## config.mk

```make
export PLATFORM = sky130hd
export DESIGN_NAME = ram_1rw
export DESIGN_NICKNAME = d
export VERILOG_FILES = /design/src/hdl/ram_1rw.sv
export SDC_FILE = /design/constraint.sdc
export NUM_CORES = 2
export LEC_CHECK = 0
export ABC_AREA = 1
export ABC_CLOCK_PERIOD_IN_PS = 1900
export BUFFER_PORTS_ARGS = -buffer_cell sky130_fd_sc_hd__buf_2
export CAP_MARGIN = 0
export CORE_MARGIN = 2
export CORE_UTILIZATION = 33
export DETAILED_ROUTE_END_ITERATION = 6
export PLACE_DENSITY = 0.57
export SLEW_MARGIN = 20
export SYNTH_ARGS = -nofsm -noshare
export SYNTH_HDL_FRONTEND = slang
export SYNTH_SLANG_ARGS = --single-unit
```

## constraint.sdc

```tcl
create_clock -name i_clk -period 1.9 [get_ports i_clk]
set_input_delay 0.475 -clock i_clk [delete_from_list [all_inputs] [get_ports i_clk]]
set_output_delay 0.475 -clock i_clk [all_outputs]
set_load 0.01 [all_outputs]
```

## src/hdl/ram_1rw.sv

```systemverilog
`timescale 1ns/1ps
`default_nettype none

module ram_1rw #(
    parameter int DEPTH  = 64,
    parameter int DWIDTH = 32
) (
    input  wire                    i_clk,
    input  wire                    i_rst_n,
    input  wire                    i_cs_n,
    input  wire                    i_we_n,
    input  wire [DWIDTH/8-1:0]     i_wmask,
    input  wire [$clog2(DEPTH)-1:0] i_addr,
    input  wire [DWIDTH-1:0]       i_wdata,
    output logic [DWIDTH-1:0]      o_rdata
);

    localparam int NBYTES = DWIDTH / 8;

    logic [DWIDTH-1:0] rdata_q;

    assign o_rdata = rdata_q;

    // one narrow array per byte lane, each with its own write enable.
    // the read register samples before the write lands, so a same-cycle
    // read of the written word returns the old contents
    for (genvar b = 0; b < NBYTES; b++) begin : g_lane
        logic [7:0] mem [DEPTH];

        always_ff @(posedge i_clk or negedge i_rst_n) begin
            if (!i_rst_n) begin
                rdata_q[b*8 +: 8] <= 8'h00;
            end else if (!i_cs_n) begin
                if (!i_we_n && i_wmask[b]) begin
                    mem[i_addr] <= i_wdata[b*8 +: 8];
                end
                rdata_q[b*8 +: 8] <= mem[i_addr];  // old data
            end
        end
    end

endmodule

`default_nettype wire

```

==> out/metrics.csv <==
metric,value,unit
worst endpoint data arrival time,1.61,ns
register area share after synthesis,70.6,%
worst endpoint required time,1.42,ns
Synth Area in Adders,0,%
Synth area leader,edfxtp_1,
vias in the first global route,61535,
core region area,266000,um2
final instance area,109000,um2
Final Hold Vio Count,0,
clk slew on worst S/H paths,0.06,ns
Pre-antenna DRT Iters,6,
largest family of logic cells by synthesized area,simple AND/OR/NAND/NOR gates,
"antenna viol nets, final",0,
failing checks,setup timing,
setup repair after global routing missed its margin,true,
layout cells sized above 1,15.5,%
Worst-Skew Late Latency,0.88,ns
#FFs+latches synth,2080,
Multi-input gate area,24700,um2
total CTS buffers,217,
Post-Syn Instances,8849,
post-synth top area share,69.7,%
Die Width,521,um
per-cell routed wire length,20.8,um
post-route clock period utilization,110,%
crit-path max cell delay,0.55,ns
via density per instance,4.73,
"Slew Viols, Final",0,
Worst Hold Class,in -> reg,
Sink Count,2080,
Clock Tree Buf Depth,3,
XOR/XNOR Fraction of Synth Area,0,%
Clock Tree Root,clkbuf_16,
clock skew,0.0415,ns
CP bufs+invs,1,
most frequent cells in the layout,"5742 x nand2_1, 2048 x edfxtp_1, 373 x buf_4",
grt ovf,0,
critical-path cell list,buf_6,
Crit path max-delay family,flip-flops,
Max-cap violations,0,
CTS tree,yes,
final setup vio count,39,
FMAX,479,MHz
Final Wtd Congestion,0.885,
final hold slack,0.0580,ns
DIE AREA,272000,um2
multiplexer area fraction after synthesis,0,%
Worst path slowest cell,dfrtp_2,
Via Count,62212,
HPWL Detailed,182000,um
"Avg Cell Area, Syn",9.97,um2
Setup TNS Final,-3.19,ns
Non-Filler Instances,13140,
Area contributors post-synth,"edfxtp_1 70%, nand2_1 25%, nor2_1 1.4%",
die height,521,um
number of DRC violations after detailed routing,0,
first-pass GRT wire length,404000,um
Setup crit start kind,flip-flop,
GRT Total Usage,20.0,%
Synth Area in Simple Gates,26.6,%
"Cell Area, Synth",88300,um2
I/O Pins,78,
largest net degree at the start of global routing,70,
WS Path Type,reg -> out,
# rows,189,
Unique masters post-synth,26,
drt total wl,273000,um
Fill cells,25105,
net count reported at finish,9460,
Leakage,45.1,nW
status,finished with violations,
placed insts,12720,
Tmin final,2.09,ns
H-Tree Depth,4,
syn nets,8895,
Worst slew margin,46.4,%
VDD IR-drop max,0.000754,V
Post-Place Cell Area,102000,um2
worst slew pin tran,0.804,ns
sequential cell area,62300,um2
crit path capture type,primary output,
final worst slack,-0.190,ns
antenna violations before repair,10,
Critical Path Fanout Max,2,
I/O Buffers,77,
Initial DRC Count,5356,
Layout area overhead,24.0,%
complex-gate fraction of the synthesized area,0.136,%
Ys Warns,0,
Pwr Density,916,nW/um2
"most common cell after layout, fill and taps aside",nand2_1,
Initial Utilization,33.2,%
routing by layer:
layer	track usage, %	up-vias	routed length (um)
li1	-	29643	-
met1	26.2	30210	115000
met2	32.8	1919	129000
met3	3.00	440	16300
met4	8.60	0	12100
met5	0	-	0
through the flow:
| stage | total power, W | utilization, % | setup slack, ns |
|---|---|---|---|
| after CTS | 0.101 | 41.2 | -0.225 |
| after floorplan | 0.0550 | - | -0.206 |
| final | 0.100 | 41.2 | -0.190 |
| after global routing | 0.103 | 41.2 | -0.188 |
| after detailed placement | 0.0588 | 38.4 | -0.896 |
| after global placement | 0.0588 | 38.4 | -0.911 |
layout make-up:
| class | instances | share of cell area, % |
|---|---|---|
| tap | 3533 | 4.04 |
| clock inverter | 129 | 1.19 |
| multi-input combinational | 6221 | 22.6 |
| sequential | 2080 | 57.0 |
| timing repair buffer | 805 | 9.57 |
| antenna | 7 | 0.0160 |
| clock buffer | 276 | 5.28 |
| inverter | 89 | 0.342 |
synth_stat cells (all sizes together):
cell type	number
clkinv	1
a21boi	2
or2	33
inv	88
o211ai	4
edfxtp	2048
clkbuf	194
nand3b	1
nor3b	1
nor2	339
nand2	5776
dfrtp	32
nand3	42
nor3	8
o21ai	7
buf	265
a21oi	8
flip-flops by register name, indices dropped and copies added (netlist names):
| register | flops |
|---|---|
| g_lane.mem | 2048 |
| o_rdata | 32 |
timing repair:
action                                  in CTS  in global routing
hold buffers                                 5                  0
endpoints found under the setup margin      32                 32
setup buffers                                3                  0
pin swaps                                    0                  0
endpoints found under the hold margin       62                  0
resized for setup                           81                  1
final timing paths:
| kind | from | end | slack, ns | depth (start not counted) |
|---|---|---|---|---|
| worst max register to register | g_lane[2].mem[34][6] | o_rdata[22] | 0.18 | 10 |
| worst min register to register | o_rdata[22] | o_rdata[22] | 0.59 | 3 |
| worst min-delay path | i_wdata[31] | g_lane[3].mem[13][7] | 0.06 | 1 |
| min in group asynchronous | i_rst_n | o_rdata[13] | 0.33 | 3 |
| worst max-delay path | o_rdata[26] | o_rdata[26] | -0.19 | 1 |
| max in group asynchronous | i_rst_n | o_rdata[25] | 0.94 | 3 |
report_power, final:
part | internal (W) | leakage, nW | switching, W
sequential | 0.0505 | 18.8 | 0.000277
clock | 0.0240 | 3.43 | 0.0182
combinational | 0.00232 | 22.9 | 0.00490
total | 0.0769 | 45.1 | 0.0234
cells by family after synthesis:
group / Yosys count
simple gates: 6200
flops: 2080
buf+inv: 548
compound gates: 21
Power figures use the tool's default switching activity.
