File: src/hdl/dmem_defines.svh
`ifndef DMEM_DEFINES_SVH
`define DMEM_DEFINES_SVH

// memory geometry for the core's data memory

// number of 32-bit words in the RAM
`define DMEM_DEPTH 256

// data path width, one word
`define DMEM_DWIDTH 32

// byte address width, covers DMEM_DEPTH words of 4 bytes
`define DMEM_AWIDTH 10

// the two low address bits select the byte lane,
// the rest pick the word
// a halfword must sit at offset 0 or 2
// and a word at offset 0

`endif

File: src/hdl/dmem_pkg.sv
`default_nettype none
`include "dmem_defines.svh"

package dmem_pkg;

    typedef enum logic [2:0] {
        OP_LB  = 3'd0,
        OP_LH  = 3'd1,
        OP_LW  = 3'd2,
        OP_LBU = 3'd3,
        OP_LHU = 3'd4,
        OP_SB  = 3'd5,
        OP_SH  = 3'd6,
        OP_SW  = 3'd7
    } mem_op_e;

    typedef struct packed {
        mem_op_e                  op;
        logic [`DMEM_AWIDTH-1:0]  addr;     // byte address
        logic [`DMEM_DWIDTH-1:0]  data;     // store data, low bits used for sb/sh
    } mem_req_t;

    typedef struct packed {
        logic                     cs_n;
        logic                     we_n;
        logic [`DMEM_DWIDTH/8-1:0] wmask;
        logic [`DMEM_AWIDTH-3:0]  addr;     // word address
        logic [`DMEM_DWIDTH-1:0]  wdata;
    } ram_cmd_t;

    // what the load side needs to know one cycle after the request
    typedef struct packed {
        logic       valid;
        mem_op_e    op;
        logic [1:0] off;
        logic       fault;
    } load_ctx_t;

    typedef struct packed {
        logic                    valid;
        logic                    fault;
        logic [`DMEM_DWIDTH-1:0] data;
    } load_rsp_t;

endpackage

`default_nettype wire

File: src/hdl/store_align.sv
`timescale 1ns/1ps
`default_nettype none
`include "dmem_defines.svh"

module store_align
    import dmem_pkg::*;
(
    input  wire        i_clk,
    input  wire        i_rst_n,
    input  wire        i_req,
    input  wire        mem_req_t i_req_bits,
    output ram_cmd_t   o_ram_cmd,
    output load_ctx_t  o_load_ctx
);

    mem_op_e                   op;
    logic [1:0]                off;
    logic                      is_store;
    logic                      is_half;
    logic                      is_word;
    logic                      misaligned;
    logic [`DMEM_DWIDTH/8-1:0] mask;
    logic [`DMEM_DWIDTH-1:0]   wdata;

    assign op  = i_req_bits.op;
    assign off = i_req_bits.addr[1:0];

    always_comb begin
        is_store = 1'b0;
        is_half  = 1'b0;
        is_word  = 1'b0;
        case (op)
            OP_LH, OP_LHU: is_half = 1'b1;
            OP_LW:         is_word = 1'b1;
            OP_SB:         is_store = 1'b1;
            OP_SH: begin
                is_store = 1'b1;
                is_half  = 1'b1;
            end
            OP_SW: begin
                is_store = 1'b1;
                is_word  = 1'b1;
            end
            default: ;  // byte loads
        endcase
    end

    assign misaligned = (is_half & off[0]) | (is_word & (|off));

    // lane select, data replicated so the mask alone picks the lane
    always_comb begin
        if (is_word) begin
            mask  = 4'b1111;
            wdata = i_req_bits.data;
        end else if (is_half) begin
            mask  = off[1] ? 4'b1100 : 4'b0011;
            wdata = {2{i_req_bits.data[15:0]}};
        end else begin
            mask  = 4'b0001 << off;
            wdata = {4{i_req_bits.data[7:0]}};
        end
    end

    always_comb begin
        o_ram_cmd.cs_n  = ~(i_req & ~misaligned);  // faulting access never reaches the RAM
        o_ram_cmd.we_n  = ~is_store;
        o_ram_cmd.wmask = is_store ? mask : '0;
        o_ram_cmd.addr  = i_req_bits.addr[`DMEM_AWIDTH-1:2];
        o_ram_cmd.wdata = wdata;
    end

    // lines up with the RAM read register
    always_ff @(posedge i_clk or negedge i_rst_n) begin
        if (!i_rst_n) begin
            o_load_ctx <= '0;
        end else begin
            o_load_ctx.valid <= i_req;
            o_load_ctx.op    <= op;
            o_load_ctx.off   <= off;
            o_load_ctx.fault <= i_req & misaligned;
        end
    end

endmodule

`default_nettype wire

File: config.mk
export PLATFORM = sky130hd
export DESIGN_NAME = store_align
export DESIGN_NICKNAME = d
export VERILOG_FILES = /design/src/hdl/dmem_pkg.sv /design/src/hdl/store_align.sv
export VERILOG_INCLUDE_DIRS = /design/src /design/src/hdl
export SDC_FILE = /design/constraint.sdc
export NUM_CORES = 1
export LEC_CHECK = 0
export BUFFER_PORTS_ARGS = -buffer_cell sky130_fd_sc_hd__clkbuf_2
export CORE_MARGIN = 8
export CORE_UTILIZATION = 37
export DETAILED_ROUTE_END_ITERATION = 8
export GPL_ROUTABILITY_DRIVEN = 0
export PLACE_DENSITY_LB_ADDON = 0.08
export SYNTH_ARGS = -nofsm -noshare
export SYNTH_HDL_FRONTEND = slang
export SYNTH_SLANG_ARGS = --single-unit
File: constraint.sdc
create_clock -name i_clk -period 2.91 [get_ports i_clk]
set_input_delay 0.4365 -clock i_clk [delete_from_list [all_inputs] [get_ports i_clk]]
set_output_delay 0.4365 -clock i_clk [all_outputs]
set_load 0.005 [all_outputs]
==> results of run 1 <==
-- area by class of cell --
cell class | instances | area (sq um) | share of cell area [%]
inverter | 1 | 3.75 | 0.297
clock buffer | 4 | 26.3 | 2.08
multi-input combinational | 70 | 586 | 46.3
timing repair buffer | 86 | 435 | 34.5
sequential | 7 | 175 | 13.9
tap | 30 | 37.5 | 2.97
-- stage by stage --
step	util [%]	instance area, sq um
after CTS	52.4	1260
after global placement	51.3	1240
final	52.4	1260
after floorplan	-	915
after global routing	52.4	1260
after detailed placement	51.3	1240
-- worst paths after layout --
kind	from	to	slack (ps)	cells after the start
max	i_req_bits[44]	o_ram_cmd[20]	590	6
min	i_rst_n	o_load_ctx[0]	20	1
max in group asynchronous	i_rst_n	o_load_ctx[4]	2730	1
min in group i_clk	i_req	o_load_ctx[6]	320	1
-- cells by family after synthesis --
logic type	Yosys count	share of synthesized area (%)
xor gates and xnor gates	2	2.74
muxes	27	33.1
buffers and inverters	22	16.8
and+or+nand+nor	22	11.8
AOI/OAI and AO/OA	19	16.4
DFF	7	19.2
-- metal layers --
layer | vias up | wire, um | share of wire (%)
met2 | 59 | 1510 | 50
met1 | 458 | 1130 | 37
met4 | 0 | 17 | 0.56
met3 | 2 | 379 | 13
li1 | 487 | - | -
met5 | - | 0 | 0
-- synthesized netlist by cell type --
library cell	number	area share, %
xor2_2	1	1.8
buf_2	3	1.6
or2_1	1	0.68
nor3b_1	1	0.82
nor2_1	10	4.1
a21o_1	2	1.6
nor3_1	1	0.55
xor2_1	1	0.96
mux2i_4	1	2.5
a21boi_0	4	3.3
o21ai_0	5	2.7
nand2b_1	2	1.4
buf_4	18	15
a221o_1	8	8.8
nor2b_1	3	2.1
and3b_1	1	0.96
dfrtp_1	7	19
nand2_1	3	1.2
mux2_1	16	20
mux2i_1	10	11
inv_1	1	0.41
-- where the power goes --
part | internal [mW] | total [mW] | switching [mW] | leakage [nW]
clock network | 0.0521 | 0.0839 | 0.0318 | 0.0150
registers | 0.103 | 0.104 | 0.00123 | 0.0831
logic | 0.0996 | 0.192 | 0.0925 | 0.608
total | 0.254 | 0.380 | 0.126 | 0.706
-- cells in the final DEF, fill, tap and decap left out, types with 4 or more instances in the layout --
master | netlist | layout
mux2_1 | 16 | 16
a21boi_0 | 4 | 4
clkbuf_2 | 0 | 84
a221o_1 | 8 | 8
dfrtp_1 | 7 | 7
o21ai_0 | 5 | 5
mux2i_1 | 10 | 10
nor2_1 | 10 | 10
==> reports/results.tsv, run 1 <==
metric	value	unit
status	complete, no violations	
num_antenna_cells	0	
dp_cells	194	
cts_buffers	3	
ios	101	
avgSynthCellArea	9.24	sq um
use_met1	12.6	%
fp.dieArea	0.00432	sq mm
tightestPinTransition	695	ps
overflow	0	
rsz0062_at_grt	false	
cts_tree	yes	
crit_arrival	1880	ps
largest_reg_flops	7	
min_period_over_period	79.6	%
nFillCells	253	
layout-drive-gt1-share	54.2	%
place_ws	567	ps
start_util	38.0	%
synth_nets	147	
worst_setup_path_start_kind	input pin	
hp-class	in -> async	
synthCells	99	
crit_top_cell	clkbuf_2	
slowest_stage	mux2_1	
drv_slew	0	
clk_pin_slew	50	ps
setup_viol	0	
first_iter_violations	34	
fin_hold_ws	15.1	ps
vdd_drop_max	0.000216	V
hpwl	2630	um
leakagePower	0.706	nW
std_cell_rows	18	
grt_pass1_wl	4840	um
crit_chain	clkbuf_2 -> xor2_2 -> buf_4 -> or2_1 -> mux2_1 -> clkbuf_2	
yosysSeqAreaShare	19.2	%
ctsHtreeMaxLevel	1	
drt-total-wl	3030	um
power	380	uW
cts_setup_buffers	0	
cts.sink_count	7	
slew_headroom	52.3	%
powerDensity	301	mW/mm^2
root_buffer	clkbuf_4	
antenna_found_initial	0	
area_growth	38.2	%
viasPerCell	5.08	
first_global_vias	1115	
crit_family	buffers and inverters	
core	0.00241	sq mm
finalHoldViolations	0	
ant_nets	0	
setup_ws	593	ps
regMostFlops	o_load_ctx	
fp.dieW	65.7	um
critPathBufInv	3	
drv_cap	0	
fin_nets	217	
grt_use_total	13.5	%
critPathMaxFanout	12	
dieHeight	65.7	um
drc	0	
busiest_layer	met2	
cp-end-kind	output pin	
vias	1006	
wire_per_inst	15.3	um
clock_path_buffers	2	
synth.distinct_cells	21	
max_stage_delay	370	ps
fin_cells	198	
reg.largest.list	o_load_ctx (7)	
tns	0	ps
crit_required	2470	ps
grtUsageMet2	24.5	%
period_minus_slack	2320	ps
grt_max_degree	17	
firstDrtPassIters	4	
syn_area	915	sq um
fmax	432	MHz
cts_resized	0	
port_buffers	84	
grt_use_met3	8.33	%
path_class	in -> out	
cts-hold-fix-buffers	0	
synth_seq_cells	7	
yosysWarnings	0	
Note: power is estimated with default switching activity, not from simulation.
==> run 2, diff against run 1 <==
--- a/config.mk
+++ b/config.mk
@@ -6,9 +6,10 @@
 export SDC_FILE = /design/constraint.sdc
 export NUM_CORES = 1
 export LEC_CHECK = 0
+export ABC_AREA = 1
 export BUFFER_PORTS_ARGS = -buffer_cell sky130_fd_sc_hd__clkbuf_2
 export CORE_MARGIN = 8
-export CORE_UTILIZATION = 37
+export CORE_UTILIZATION = 31
 export DETAILED_ROUTE_END_ITERATION = 8
 export GPL_ROUTABILITY_DRIVEN = 0
 export PLACE_DENSITY_LB_ADDON = 0.08
==> constraint.sdc (replaced) <==
create_clock -name i_clk -period 2 [get_ports i_clk]
set_input_delay 0.3 -clock i_clk [delete_from_list [all_inputs] [get_ports i_clk]]
set_output_delay 0.3 -clock i_clk [all_outputs]
set_load 0.005 [all_outputs]
==> reports/results.tsv, run 2 <==
metric	value	unit
p_sw	194	uW
syn_area	915	sq um
hp-class	in -> reg	
power	540	uW
start_util	32.9	%
cts.sink_count	7	
final_common_cell	clkbuf_2	
critPathMaxFanout	11	
path_class	in -> out	
antenna_found_initial	0	
p_clk_share	22.0	%
finalHoldViolations	0	
p_int	346	uW
ant_nets	0	
synthCells	152	
worst_setup_path_start_kind	input pin	
first_iter_violations	26	
crit_arrival	1390	ps
tns	0	ps
clock_path_buffers	2	
cts_buffers	3	
cts-hold-fix-buffers	1	
hpwl	2490	um
core	0.00278	sq mm
firstDrtPassIters	4	
first_global_vias	1227	
tightestPinTransition	350	ps
fin_hold_ws	192	ps
layout-drive-gt1-share	43.8	%
min_period_over_period	84.4	%
grt_max_degree	26	
drv_slew	0	
cts_tree	yes	
pwr-share-seq	28.0	%
clk_pin_slew	50	ps
startpoint	i_req_bits[42]	
area_growth	33.9	%
crit_path_end	o_ram_cmd[40]	
fp.dieArea	0.00494	sq mm
sw_frac_of_total	35.9	%
fin_area	0.00122	sq mm
synth_nets	200	
rsz0062_at_grt	false	
status	complete, no violations	
final_cell_mix	84 x clkbuf_2, 45 x nand2_1, 26 x inv_1	
netlist_top_cells_count	45 x nand2_1, 26 x inv_1, 23 x nand3_1	
synth_top_flop_cell	dfrtp_1	
slowest_stage	nand2_1	
dieHeight	70.3	um
yosysSeqAreaShare	19.2	%
yosys.area.top_type	dfrtp_1	
ctsHtreeMaxLevel	1	
synth_most_common_cell	nand2_1	
port_buffers	84	
place_ws	295	ps
grt_pass1_wl	4910	um
synthTopCellsByArea	dfrtp_1 19%, nand2_1 18%, buf_4 13%	
comb_power_share	50.0	%
synth_seq_cells	7	
vdd_drop_max	0.000314	V
crit_chain	clkbuf_2 -> inv_1 -> nand2_2 -> nand2_1 -> nand3_1 -> nand3_1 -> nand2_1 -> inv_1 -> clkbuf_2	
drc	0	
drt-total-wl	2860	um
synth_edf_count	0	
regArea	175	sq um
async_reset_ff_share	100	%
num_antenna_cells	0	
dpl_cell_area	0.00119	sq mm
multi_input_area	439	sq um
std_cell_rows	19	
cp-end-kind	output pin	
largest_reg_flops	7	
fmax	593	MHz
grt_use_total	11.2	%
viasPerCell	4.48	
synth.distinct_cells	18	
setup_ws	313	ps
drv_cap	0	
regMostFlops	o_load_ctx	
yosysWarnings	0	
netlist.area_leader.share	19.2	%
max_stage_delay	280	ps
cts_resized	0	
ios	101	
crit_required	1700	ps
fp.dieW	70.3	um
leakagePower	0.818	nW
nFillCells	311	
root_buffer	clkbuf_4	
slew_headroom	76.6	%
overflow	0	
fin_nets	268	
wire_per_inst	11.4	um
reg.largest.list	o_load_ctx (7)	
vias	1121	
setup_viol	0	
powerDensity	441	mW/mm^2
avgSynthCellArea	6.02	sq um
cts_setup_buffers	0	
period_minus_slack	1690	ps
==> run 2: cell families (layout without fill, tap and decap cells) <==
group	Yosys count	count (layout)	share of synthesized area, %
buffers and inverters	51	118	32.8
AND/OR/NAND/NOR	75	75	36.9
AO/OA/AOI/OAI	19	19	11.1
flip-flops	7	7	19.2
==> run 2: worst max-delay path, delay by kind of cell <==
family | cells | cell delay (ps)
buffers and inverters | 4 | 400
and+or+nand+nor | 5 | 680
==> run 2: cell type report <==
| class | count | area share, % |
|---|---|---|
| Sequential cell | 7 | 14.3 |
| Timing Repair Buffer | 86 | 35.8 |
| Tap cell | 31 | 3.17 |
| Multi-Input combinational cell | 94 | 35.9 |
| Clock buffer | 4 | 2.15 |
| Inverter | 28 | 8.78 |
==> run 2: per-stage QoR <==
step,util (%),instances
6_report,44.0,250
3_5_place_dp,42.7,245
4_1_cts,44.0,250
5_1_grt,44.0,250
3_3_place_gp,42.7,245
2_1_floorplan,-,152
==> run 2: power by group through the flow <==
stage | clock (mW) | sequential [mW] | combinational (mW)
floorplan | 0 | 0.155 | 0.167
global placement | 0 | 0.153 | 0.274
detailed placement | 0 | 0.154 | 0.275
CTS | 0.127 | 0.151 | 0.278
global route | 0.131 | 0.152 | 0.310
finish | 0.119 | 0.151 | 0.270
==> run 2: worst min-delay path by stage <==
stage | startpoint | depth (start not counted) | end | slack (ps)
3_5_place_dp | i_rst_n | 1 | o_load_ctx[5] | 140
3_3_place_gp | i_rst_n | 1 | o_load_ctx[4] | 140
4_1_cts | i_req | 1 | o_load_ctx[6] | 180
2_1_floorplan | i_rst_n | 0 | o_load_ctx[0] | 4
6_report | i_req | 1 | o_load_ctx[6] | 190
5_1_grt | i_req | 1 | o_load_ctx[6] | 190
==> run 2: per-layer routing <==
| metal | up-vias | track usage [%] | share of wire, % |
|---|---|---|---|
| met2 | 60 | 19.0 | 48 |
| met5 | - | 0 | 0 |
| li1 | 585 | - | - |
| met1 | 476 | 11.6 | 40 |
| met4 | 0 | 3.35 | 0 |
| met3 | 0 | 5.79 | 12 |
