===== src/hdl/dmem_defines.svh =====
`ifndef DMEM_DEFINES_SVH
`define DMEM_DEFINES_SVH

// memory geometry for the core's data memory

// number of 32-bit words in the RAM
`define DMEM_DEPTH 256

// data path width, one word
`define DMEM_DWIDTH 32

// byte address width, covers DMEM_DEPTH words of 4 bytes
`define DMEM_AWIDTH 10

// the two low address bits select the byte lane,
// the rest pick the word
// a halfword must sit at offset 0 or 2
// and a word at offset 0

`endif


===== src/hdl/dmem_pkg.sv =====
`default_nettype none
`include "dmem_defines.svh"

package dmem_pkg;

    typedef enum logic [2:0] {
        OP_LB  = 3'd0,
        OP_LH  = 3'd1,
        OP_LW  = 3'd2,
        OP_LBU = 3'd3,
        OP_LHU = 3'd4,
        OP_SB  = 3'd5,
        OP_SH  = 3'd6,
        OP_SW  = 3'd7
    } mem_op_e;

    typedef struct packed {
        mem_op_e                  op;
        logic [`DMEM_AWIDTH-1:0]  addr;     // byte address
        logic [`DMEM_DWIDTH-1:0]  data;     // store data, low bits used for sb/sh
    } mem_req_t;

    typedef struct packed {
        logic                     cs_n;
        logic                     we_n;
        logic [`DMEM_DWIDTH/8-1:0] wmask;
        logic [`DMEM_AWIDTH-3:0]  addr;     // word address
        logic [`DMEM_DWIDTH-1:0]  wdata;
    } ram_cmd_t;

    // what the load side needs to know one cycle after the request
    typedef struct packed {
        logic       valid;
        mem_op_e    op;
        logic [1:0] off;
        logic       fault;
    } load_ctx_t;

    typedef struct packed {
        logic                    valid;
        logic                    fault;
        logic [`DMEM_DWIDTH-1:0] data;
    } load_rsp_t;

endpackage

`default_nettype wire


===== src/hdl/load_extend.sv =====
`timescale 1ns/1ps
`default_nettype none
`include "dmem_defines.svh"

module load_extend
    import dmem_pkg::*;
(
    input  wire                     i_clk,
    input  wire                     i_rst_n,
    input  wire        load_ctx_t   i_load_ctx,
    input  wire [`DMEM_DWIDTH-1:0]  i_rdata,
    output load_rsp_t               o_rsp
);

    logic [`DMEM_DWIDTH-1:0] shifted;
    logic [`DMEM_DWIDTH-1:0] ext;
    logic                    rsp_valid;
    logic                    rsp_fault;
    logic [`DMEM_DWIDTH-1:0] rsp_data;

    // addressed byte or halfword moved down to bit 0
    assign shifted = i_rdata >> {i_load_ctx.off, 3'b000};

    always_comb begin
        case (i_load_ctx.op)
            OP_LB:   ext = {{24{shifted[7]}}, shifted[7:0]};
            OP_LH:   ext = {{16{shifted[15]}}, shifted[15:0]};
            OP_LW:   ext = shifted;
            OP_LBU:  ext = {24'h0, shifted[7:0]};
            OP_LHU:  ext = {16'h0, shifted[15:0]};
            default: ext = '0;  // stores answer with zero
        endcase
        if (i_load_ctx.fault) begin
            ext = '0;
        end
    end

    always_ff @(posedge i_clk or negedge i_rst_n) begin
        if (!i_rst_n) begin
            rsp_valid <= 1'b0;
            rsp_fault <= 1'b0;
        end else begin
            rsp_valid <= i_load_ctx.valid;
            rsp_fault <= i_load_ctx.valid & i_load_ctx.fault;
        end
    end

    always_ff @(posedge i_clk) begin
        rsp_data <= ext;
    end

    always_comb begin
        o_rsp.valid = rsp_valid;
        o_rsp.fault = rsp_fault;
        o_rsp.data  = rsp_data;
    end

endmodule

`default_nettype wire


===== config.mk =====
export PLATFORM = sky130hd
export DESIGN_NAME = load_extend
export DESIGN_NICKNAME = d
export VERILOG_FILES = /design/src/hdl/dmem_pkg.sv /design/src/hdl/load_extend.sv
export VERILOG_INCLUDE_DIRS = /design/src /design/src/hdl
export SDC_FILE = /design/constraint.sdc
export NUM_CORES = 1
export LEC_CHECK = 0
export ABC_AREA = 0
export BUFFER_PORTS_ARGS = -buffer_cell sky130_fd_sc_hd__buf_2
export CELL_PAD_IN_SITES_DETAIL_PLACEMENT = 0
export CELL_PAD_IN_SITES_GLOBAL_PLACEMENT = 1
export CORE_MARGIN = 2
export CORE_UTILIZATION = 32
export CTS_CLUSTER_DIAMETER = 40
export CTS_CLUSTER_SIZE = 24
export DETAILED_ROUTE_END_ITERATION = 6
export PLACE_DENSITY = 0.89
export SLEW_MARGIN = 20
export SYNTH_ARGS = -nofsm -noshare
export SYNTH_HDL_FRONTEND = slang
export SYNTH_SLANG_ARGS = --single-unit

===== constraint.sdc =====
create_clock -name i_clk -period 0.8 [get_ports i_clk]
set_input_delay 0.08 -clock i_clk [delete_from_list [all_inputs] [get_ports i_clk]]
set_output_delay 0.08 -clock i_clk [all_outputs]
set_load 0.05 [all_outputs]

==> metrics, run 1 <==
status finished with violations; failing checks negative setup slack; detailed-route via count 1,552; Site Rows 24; Critical Path, Cell by Cell buf_6 -> mux2_4 -> or3_4 -> nand4_4 -> buf_6 -> o21ai_2; number of clock sinks 34; Reg clk slew, reported paths ~80 ps; Synthesis Warnings 0; Max Freq 1.023 GHz; Hold Violations, Final 0; Pwr Density 1822 nW/um^2; remaining global-route overflow 0; first-pass iteration count of the detailed router 4; first-pass GRT wire length 6.982 mm; WP data required 970 ps; RePlAce Congestion 0.8798; H-Tree Depth 2; slew margin rel. 0.7629; Unique masters post-synth 32; Place WS -510.5 ps; Hold Worst Slack 16.13 ps; Tcrit/Tclk final 1.222; initial antenna violation count 0; vias in the first global route 1,537; startpoint types primary input; Final WS setup -177.9 ps; Post-Synthesis Cells between 150 and 200; placed insts 296; clock tree buffer depth 2; Die W 72.41 um; share of cells above drive strength 1 0.6858; Post-synth top flop dfxtp_1; Top Family by Delay on Critical Path simple AND/OR/NAND/NOR gates; net count after synthesis 200; Syn Std Cell Area 1498 um^2; Die H 72.41 um; CTS tree done; NumNets Final roughly 300; Final Setup Violations 61; # DRC 0; cts bufs inserted 5; Slowest cell on crit path or3_4; Worst Tran Pin Value 345.7 ps; Area Growth Syn to Fin 88.89%; sequential fraction of the synthesis area 0.4612; maximum vdd ir drop 0.0009990 V; via/cell ratio 4.958; leakage 1.305 nW; Initial Utilization 0.3370; Seq cells post-synth 34; Ant. Diodes 0; Tmin final 977.9 ps; setup TNS -4688 ps; CP arrival between 1000 and 1500 ps; buffer and inverter count on the worst path 2; Util after Layout 0.6365; total wire length around 4.9 mm; largest net degree at the start of global routing 17; DP HPWL 3.164 mm; Post-synth ARST share 0.05882; die area roughly 5200 um^2; WL/cell 15.69 um; Hold Path Class in2reg; worst-path maximum fanout 8; CP endpoint kind flip-flop; slowest stage delay, CP around 340 ps; non-filler cells, final 313; Syn Area/Cell 9.419 um^2; Final Max Tran Viols 0; IO Port Bufs 74; Crit Path Class in2reg; unrepaired setup endpoints after global routing true; EDFF count, synth 0; gr usage total 0.1788; DR iter-0 viols 38; Routed Antenna Nets 0; Root Driver clkbuf_8; io pins 75; Core Box Area 4444 um^2; Worst path most repeated cell buf_6; Max Cap Viol 0
cells in the mapped netlist (all sizes together) (2+ instances only):
library cell	n	area, um^2
dfxtp	32	640.6
nand2	21	78.83
o21ai	17	88.83
mux2i	16	160.2
a211oi	14	105.1
nor2	11	41.29
buf	9	66.30
nor2b	9	56.30
a21oi	7	35.03
clkbuf	3	11.26
nand2b	3	18.77
dfrtp	2	50.05
power by group:
group / switching (mW) / internal (mW)
Clock: 0.696 / 1.25
Combinational: 0.727 / 0.616
Sequential: 0.0595 / 1.81
Total: 1.48 / 3.67
cells in the final DEF (no fill, tap or decap), types with 4 or more instances in the layout:
cell type	n
nor2b_1	5
o21ai_1	13
a21oi_1	7
nand2_1	9
a211oi_2	7
mux2i_1	14
nor2b_4	4
a211oi_1	7
clkbuf_8	5
buf_2	39
buf_8	27
nand2_2	12
buf_4	16
buf_6	20
nor2_1	10
dfxtp_2	31
timing repair:
| action | in CTS | in global routing |
|---|---|---|
| cloned | 2 | 0 |
| endpoints found under the hold margin | 3 | 0 |
| hold buffers | 2 | 0 |
| endpoints found under the setup margin | 64 | 65 |
| pin swaps | 7 | 23 |
| setup buffers | 6 | 1 |
| gates resized for setup | 131 | 53 |
worst paths after layout:
check / from / endpoint / slack [ps] / cells past startpoint
hold / removal: i_rdata[28] / rsp_data[28] / 20 / 3
max in group asynchronous: i_rst_n / rsp_fault / 610 / 2
min in group asynchronous: i_rst_n / rsp_valid / 100 / 2
setup / recovery: i_load_ctx[1] / rsp_data[22] / -180 / 6
registers in the layout (all words and copies together), names as in the netlist:
signal	flops
rsp_valid	1
rsp_data	32
rsp_fault	1
stage by stage:
stage                     instance area (um^2)  total power [mW]
final                                     2829             5.154
after global routing                      2829             5.342
after CTS                                 2661             5.051
after detailed placement                  2041             2.846
after global placement                    2041             2.839
after floorplan                           1519             2.508
metal layers:
layer  wire length, um  global-route usage  vias to the layer above  share of wire
met4               136             0.07407                        0          0.028
met1              1909              0.1948                      715           0.39
met2              2547              0.3191                       62           0.52
li1                  -                   -                      762              -
met5                 0                   0                        -              0
met3               316             0.05694                       13          0.064
area by class of cell:
| type | instances | area, um^2 |
|---|---|---|
| timing repair buffer | 106 | 1026 |
| clock buffer | 5 | 68.82 |
| clock inverter | 3 | 68.82 |
| inverter | 1 | 3.754 |
| fill | 357 | 1615 |
| multi-input combinational | 112 | 867.1 |
| tap | 52 | 65.06 |
| sequential | 34 | 729.5 |
tightest hold or removal path, stage by stage:
cell and delay, ps:
buf_2 120, nand2_2 50, nand2_1 40
cells by family (layout without fill, tap and decap cells):
family / Yosys count / in the layout / share of synthesized area
AND/OR/NAND/NOR: 50 / 50 / 0.1729
AO/OA/AOI/OAI: 43 / 43 / 0.1830
flip-flops: 34 / 34 / 0.4612
multiplexers: 17 / 17 / 0.1170
buffers and inverters: 13 / 115 / 0.05429
XOR/XNOR: 2 / 2 / 0.01170
(Power assumes the default switching activity.)
==> run 2: changes to the inputs <==
--- a/config.mk
+++ b/config.mk
@@ -16,6 +16,7 @@
 export CTS_CLUSTER_SIZE = 24
 export DETAILED_ROUTE_END_ITERATION = 6
 export PLACE_DENSITY = 0.89
+export REMOVE_ABC_BUFFERS = 1
 export SLEW_MARGIN = 20
 export SYNTH_ARGS = -nofsm -noshare
 export SYNTH_HDL_FRONTEND = slang
==> run 2 against run 1 <==
The run still ends with negative setup slack left; sequential power about the same; setup slack got worse by 3.5 ps; critical endpoint is now rsp_data[16]; critical path type unchanged; sequential cell count unchanged; wire length decreased by 7.0%; first-iteration DRC count increased by 18%; worst hold slack about the same; cell count decreased by 0.96%; global-route usage decreased by 0.42 points; maximum frequency decreased by 0.35%; highest routed layer unchanged; clock power decreased by 33%; non-clock buffer count decreased by 3.
==> metrics, run 2 (synthesized netlist as in run 1, its figures left out) <==
Reg clk slew, reported paths 70 ps; Register Area 729.5 um^2; H-Tree Depth 2; unrepaired setup endpoints after global routing true; initial antenna violation count 0; Routed Antenna Nets 0; crit path launch i_load_ctx[1]; CP endpoint kind flip-flop; area taken by multi-input logic gates about 830 um^2; Final Max Tran Viols 0; Most flops, register rsp_data; cts bufs inserted 5; RePlAce Congestion 0.7823; Initial Utilization 0.3370; # DRC 0; Core Box Area 4444 um^2; io pins 75; worst-path maximum fanout 7; detailed-route via count 1,520; Place WS -519.2 ps; vias in the first global route 1,481; CTS tree done; first-pass GRT wire length 6.955 mm; via/cell ratio 4.903; slew margin rel. 0.6481; Root Driver clkbuf_8; maximum vdd ir drop 0.0005713 V; largest net degree at the start of global routing 22; share of cells above drive strength 1 0.6357; Ant. Diodes 0; NumNets Final roughly 300; startpoint types primary input; clock tree buffer depth 2; WP data required around 960 ps; Tcrit/Tclk final 1.227; status finished with violations; DR iter-0 viols 45; first-pass iteration count of the detailed router 4; Die H 72.41 um; IO Port Bufs 74; DP HPWL 3.088 mm; WL/cell 14.74 um; Max Cap Viol 0; Site Rows 24; Die W 72.41 um; Area Growth Syn to Fin 76.36%; number of flip-flops in the largest register 32; most frequent cells in the layout buf_2, dfxtp_2, buf_8, buf_4, buf_6; Crit Path Class in2reg; Hold Path Class in2reg; worst setup path endpoint rsp_data[16]; Tmin final 981.4 ps; leakage 1.214 nW; remaining global-route overflow 0; failing checks negative setup slack; total power around 4.4 mW; Filler Cell Count 388; die area 5243 um^2; Final WS setup -181.4 ps; Max Freq 1.019 GHz; Final Setup Violations 58; CP arrival 1140 ps; Pwr Density 1670 nW/um^2; Worst Tran Pin Value 527.4 ps; largest registers rsp_data x32, rsp_fault x1, rsp_valid x1; Hold Violations, Final 0; commonest non-fill, non-tap cell in the layout buf_2; gr usage total 0.1746; number of clock sinks 34; total wire length approximately 4.6 mm
[run 2: cell count changes in the layout (fill, tap and decap cells not counted), sizes merged]
cell / delta
bufbuf: -1
clkbuf: +2
buf: -2
bufinv: -2
[run 2: worst min path at each step]
stage / from / end / slack [ps] / depth (start not counted)
3_3_place_gp: i_rst_n / rsp_valid / -140 / 1
2_1_floorplan: i_rst_n / rsp_fault / -220 / 0
6_report: i_rdata[29] / rsp_data[29] / 20 / 3
3_5_place_dp: i_rst_n / rsp_valid / -130 / 1
4_1_cts: i_rdata[29] / rsp_data[29] / 9 / 3
5_1_grt: i_rdata[29] / rsp_data[29] / 30 / 3
[run 2: through the flow]
stage	setup TNS, ps	hold slack [ps]	utilization	instances	instance area, um^2
after floorplan	-5440	-215.6	-	147	1420
after global placement	-12480	-136.4	0.4547	295	2021
after detailed placement	-13290	-133.9	0.4547	295	2021
after CTS	-4000	8.925	0.5645	310	2509
after global routing	-5500	26.50	0.5943	310	2641
final	-4255	16.59	0.5943	310	2641
[run 2: where the power goes]
| part | switching, mW | total (mW) | internal, mW |
|---|---|---|---|
| logic | 0.701 | 1.25 | 0.549 |
| registers | 0.0580 | 1.87 | 1.81 |
| clock network | 0.603 | 1.30 | 0.694 |
| total | 1.36 | 4.41 | 3.05 |
[run 2: cell type report]
| cell class | instances | share of cell area |
|---|---|---|
| multi-input combinational | 112 | 0.3131 |
| clock buffer | 7 | 0.03269 |
| timing repair buffer | 103 | 0.3501 |
| sequential | 34 | 0.2762 |
| inverter | 1 | 0.001421 |
| clock inverter | 1 | 0.001895 |
| tap | 52 | 0.02463 |
[run 2: worst max-delay path, stage by stage]
cell and delay (ps):
buf_8 100, mux2_4 300, or3_4 350, nand4_4 100
buf_6 140, o21ai_1 70
[run 2: metal layers]
layer,global-route usage,share of wire,up-vias
li1,-,-,753
met1,0.2115,0.41,702
met2,0.2966,0.53,60
met3,0.04861,0.056,5
met4,0.06173,0.0088,0
met5,0,0,-
[run 2: what timing repair did]
| action | CTS | global route |
|---|---|---|
| cloned | 1 | 0 |
| endpoints found under the setup margin | 58 | 59 |
| pin swaps | 3 | 2 |
| hold buffers | 2 | 0 |
| buffers inserted | 4 | 0 |
| hold endpoints to repair | 3 | 0 |
| gates resized for setup | 129 | 33 |
==> run 3: changes to the inputs <==
--- a/config.mk
+++ b/config.mk
@@ -10,12 +10,11 @@
 export BUFFER_PORTS_ARGS = -buffer_cell sky130_fd_sc_hd__buf_2
 export CELL_PAD_IN_SITES_DETAIL_PLACEMENT = 0
 export CELL_PAD_IN_SITES_GLOBAL_PLACEMENT = 1
-export CORE_MARGIN = 2
-export CORE_UTILIZATION = 32
+export CORE_UTILIZATION = 29
 export CTS_CLUSTER_DIAMETER = 40
 export CTS_CLUSTER_SIZE = 24
 export DETAILED_ROUTE_END_ITERATION = 6
-export PLACE_DENSITY = 0.89
+export PLACE_DENSITY = 0.83
 export REMOVE_ABC_BUFFERS = 1
 export SLEW_MARGIN = 20
 export SYNTH_ARGS = -nofsm -noshare
==> run 3 against run 2 <==
The run still ends with negative setup slack left; critical path type unchanged; combinational power rose by 4%; cell count rose by 6.8%; wire length rose by 5.7%; setup slack improved by 14 ps; sequential share of layout area fell by 1.2 points.
==> metrics, run 3 (synthesized netlist as in run 1, its figures left out) <==
number of flip-flops in the largest register 32; cts bufs inserted 5; met2 routed WL 2.438 mm; Area Growth Syn to Fin 84.71%; WP data required 970 ps; Util after Layout 0.5706; Tcrit/Tclk final 1.209; CTS tree done; status finished with violations; wl on met1 between 2 and 2.5 mm; worst-path maximum fanout 8; Routed Antenna Nets 0; leakage 1.256 nW; via/cell ratio 4.807; DR iter-0 viols 33; Tmin final 967.1 ps; Root Driver clkbuf_8; most frequent cells in the layout buf_2, dfxtp_2, buf_8, buf_4, nand2_1; Core Box Area 4848 um^2; CP endpoint kind flip-flop; remaining global-route overflow 0; CP arrival 1140 ps; number of clock sinks 34; Pwr Density ~1800 nW/um^2; H-Tree Depth 2; worst hold path depth 3; design area 2766 um^2; Die W 73.87 um; area post-placement about 2100 um^2; detailed-route via count 1,591; io pins 75; highest routed layer met4; first-pass iteration count of the detailed router 4; startpoint types primary input; Die H roughly 74 um; Initial Utilization 0.3089; DP HPWL 3.211 mm; Most flops, register rsp_data; Final Setup Violations 58; share of cells above drive strength 1 0.6212; largest net degree at the start of global routing 28; Max Freq 1.034 GHz; vias in the first global route 1,606; commonest non-fill, non-tap cell in the layout buf_2; Final Max Tran Viols 0; unrepaired setup endpoints after global routing true; maximum vdd ir drop 0.0009597 V; total wire length 4.829 mm; NumNets Final between 300 and 400; Hold Violations, Final 0; Site Rows 25; Worst Tran Pin Value 325.6 ps; gr usage total 0.1865; Ant. Diodes 0; RePlAce Congestion 0.7942; die area 5456 um^2; routed length on met3 261 um; initial antenna violation count 0; Hold Path Class in2reg; Reg clk slew, reported paths 70 ps; WL/cell 14.59 um; failing checks negative setup slack; IO Port Bufs 74; Crit Path Class in2reg; # DRC 0; slew margin rel. 0.7823; first-pass GRT wire length 7.500 mm; clock tree buffer depth 2; largest registers rsp_data x32, rsp_fault x1, rsp_valid x1; Max Cap Viol 0; Final WS setup -167.1 ps
## run 3: changes by cell type in the layout (fill, tap and decap cells not counted), moves of 3 or more
cell and delta:
buf_6 -7, buf_4 +5, buf_8 +5, nand2_1 +3
o21ai_1 +3, o21ai_2 -3
## run 3: area by class of cell
type / instances / area (um^2)
fillers: 427 / 2082
repair buffers: 107 / 978.4
multi-input cells: 114 / 832.0
flip-flops and latches: 34 / 730.7
well taps: 67 / 83.83
clock buffers: 5 / 68.82
clock inverters: 3 / 68.82
inverters: 1 / 3.754
## run 3: metrics by stage
stage / total power [mW] / TNS (ps) / worst slack, ps / hold WS, ps / cells
2_1_floorplan: 2.420 / -5440 / -281.2 / -215.6 / 147
3_3_place_gp: 2.842 / -13180 / -503.5 / -134.9 / 317
3_5_place_dp: 2.850 / -14330 / -538.8 / -134.0 / 317
4_1_cts: 5.020 / -3855 / -145.8 / 17.35 / 330
5_1_grt: 5.265 / -5201 / -186.0 / 23.78 / 331
6_report: 5.081 / -3952 / -167.1 / 16.10 / 331
## run 3: worst paths after layout
path                          startpoint           end  slack (ps)
min in group asynchronous        i_rst_n     rsp_valid          90
worst max-delay path       i_load_ctx[1]  rsp_data[15]        -170
worst min-delay path         i_rdata[29]  rsp_data[29]          20
max in group asynchronous        i_rst_n     rsp_fault         610
## run 3: timing repair
action,in CTS,in global routing
endpoints found under the setup margin,60,59
gates cloned,2,0
pin swaps,4,6
buffers inserted,1,1
resized for setup,135,25
hold buffers,2,0
hold endpoints to repair,3,0
## run 3: power by group
group          internal (mW)  switching, mW
Combinational          0.578          0.720
Clock                   1.25          0.669
Sequential              1.81         0.0589
Total                   3.63           1.45
## run 3: routing by layer
metal,vias up,GRT usage
met2,60,0.3170
li1,779,-
met4,0,0.05983
met5,-,0
met3,9,0.04527
met1,743,0.2307
## run 3: critical path, cell delays in order
cell,delay [ps]
buf_8,110
mux2_4,300
or3_4,390
nand4_4,160
o31ai_2,90
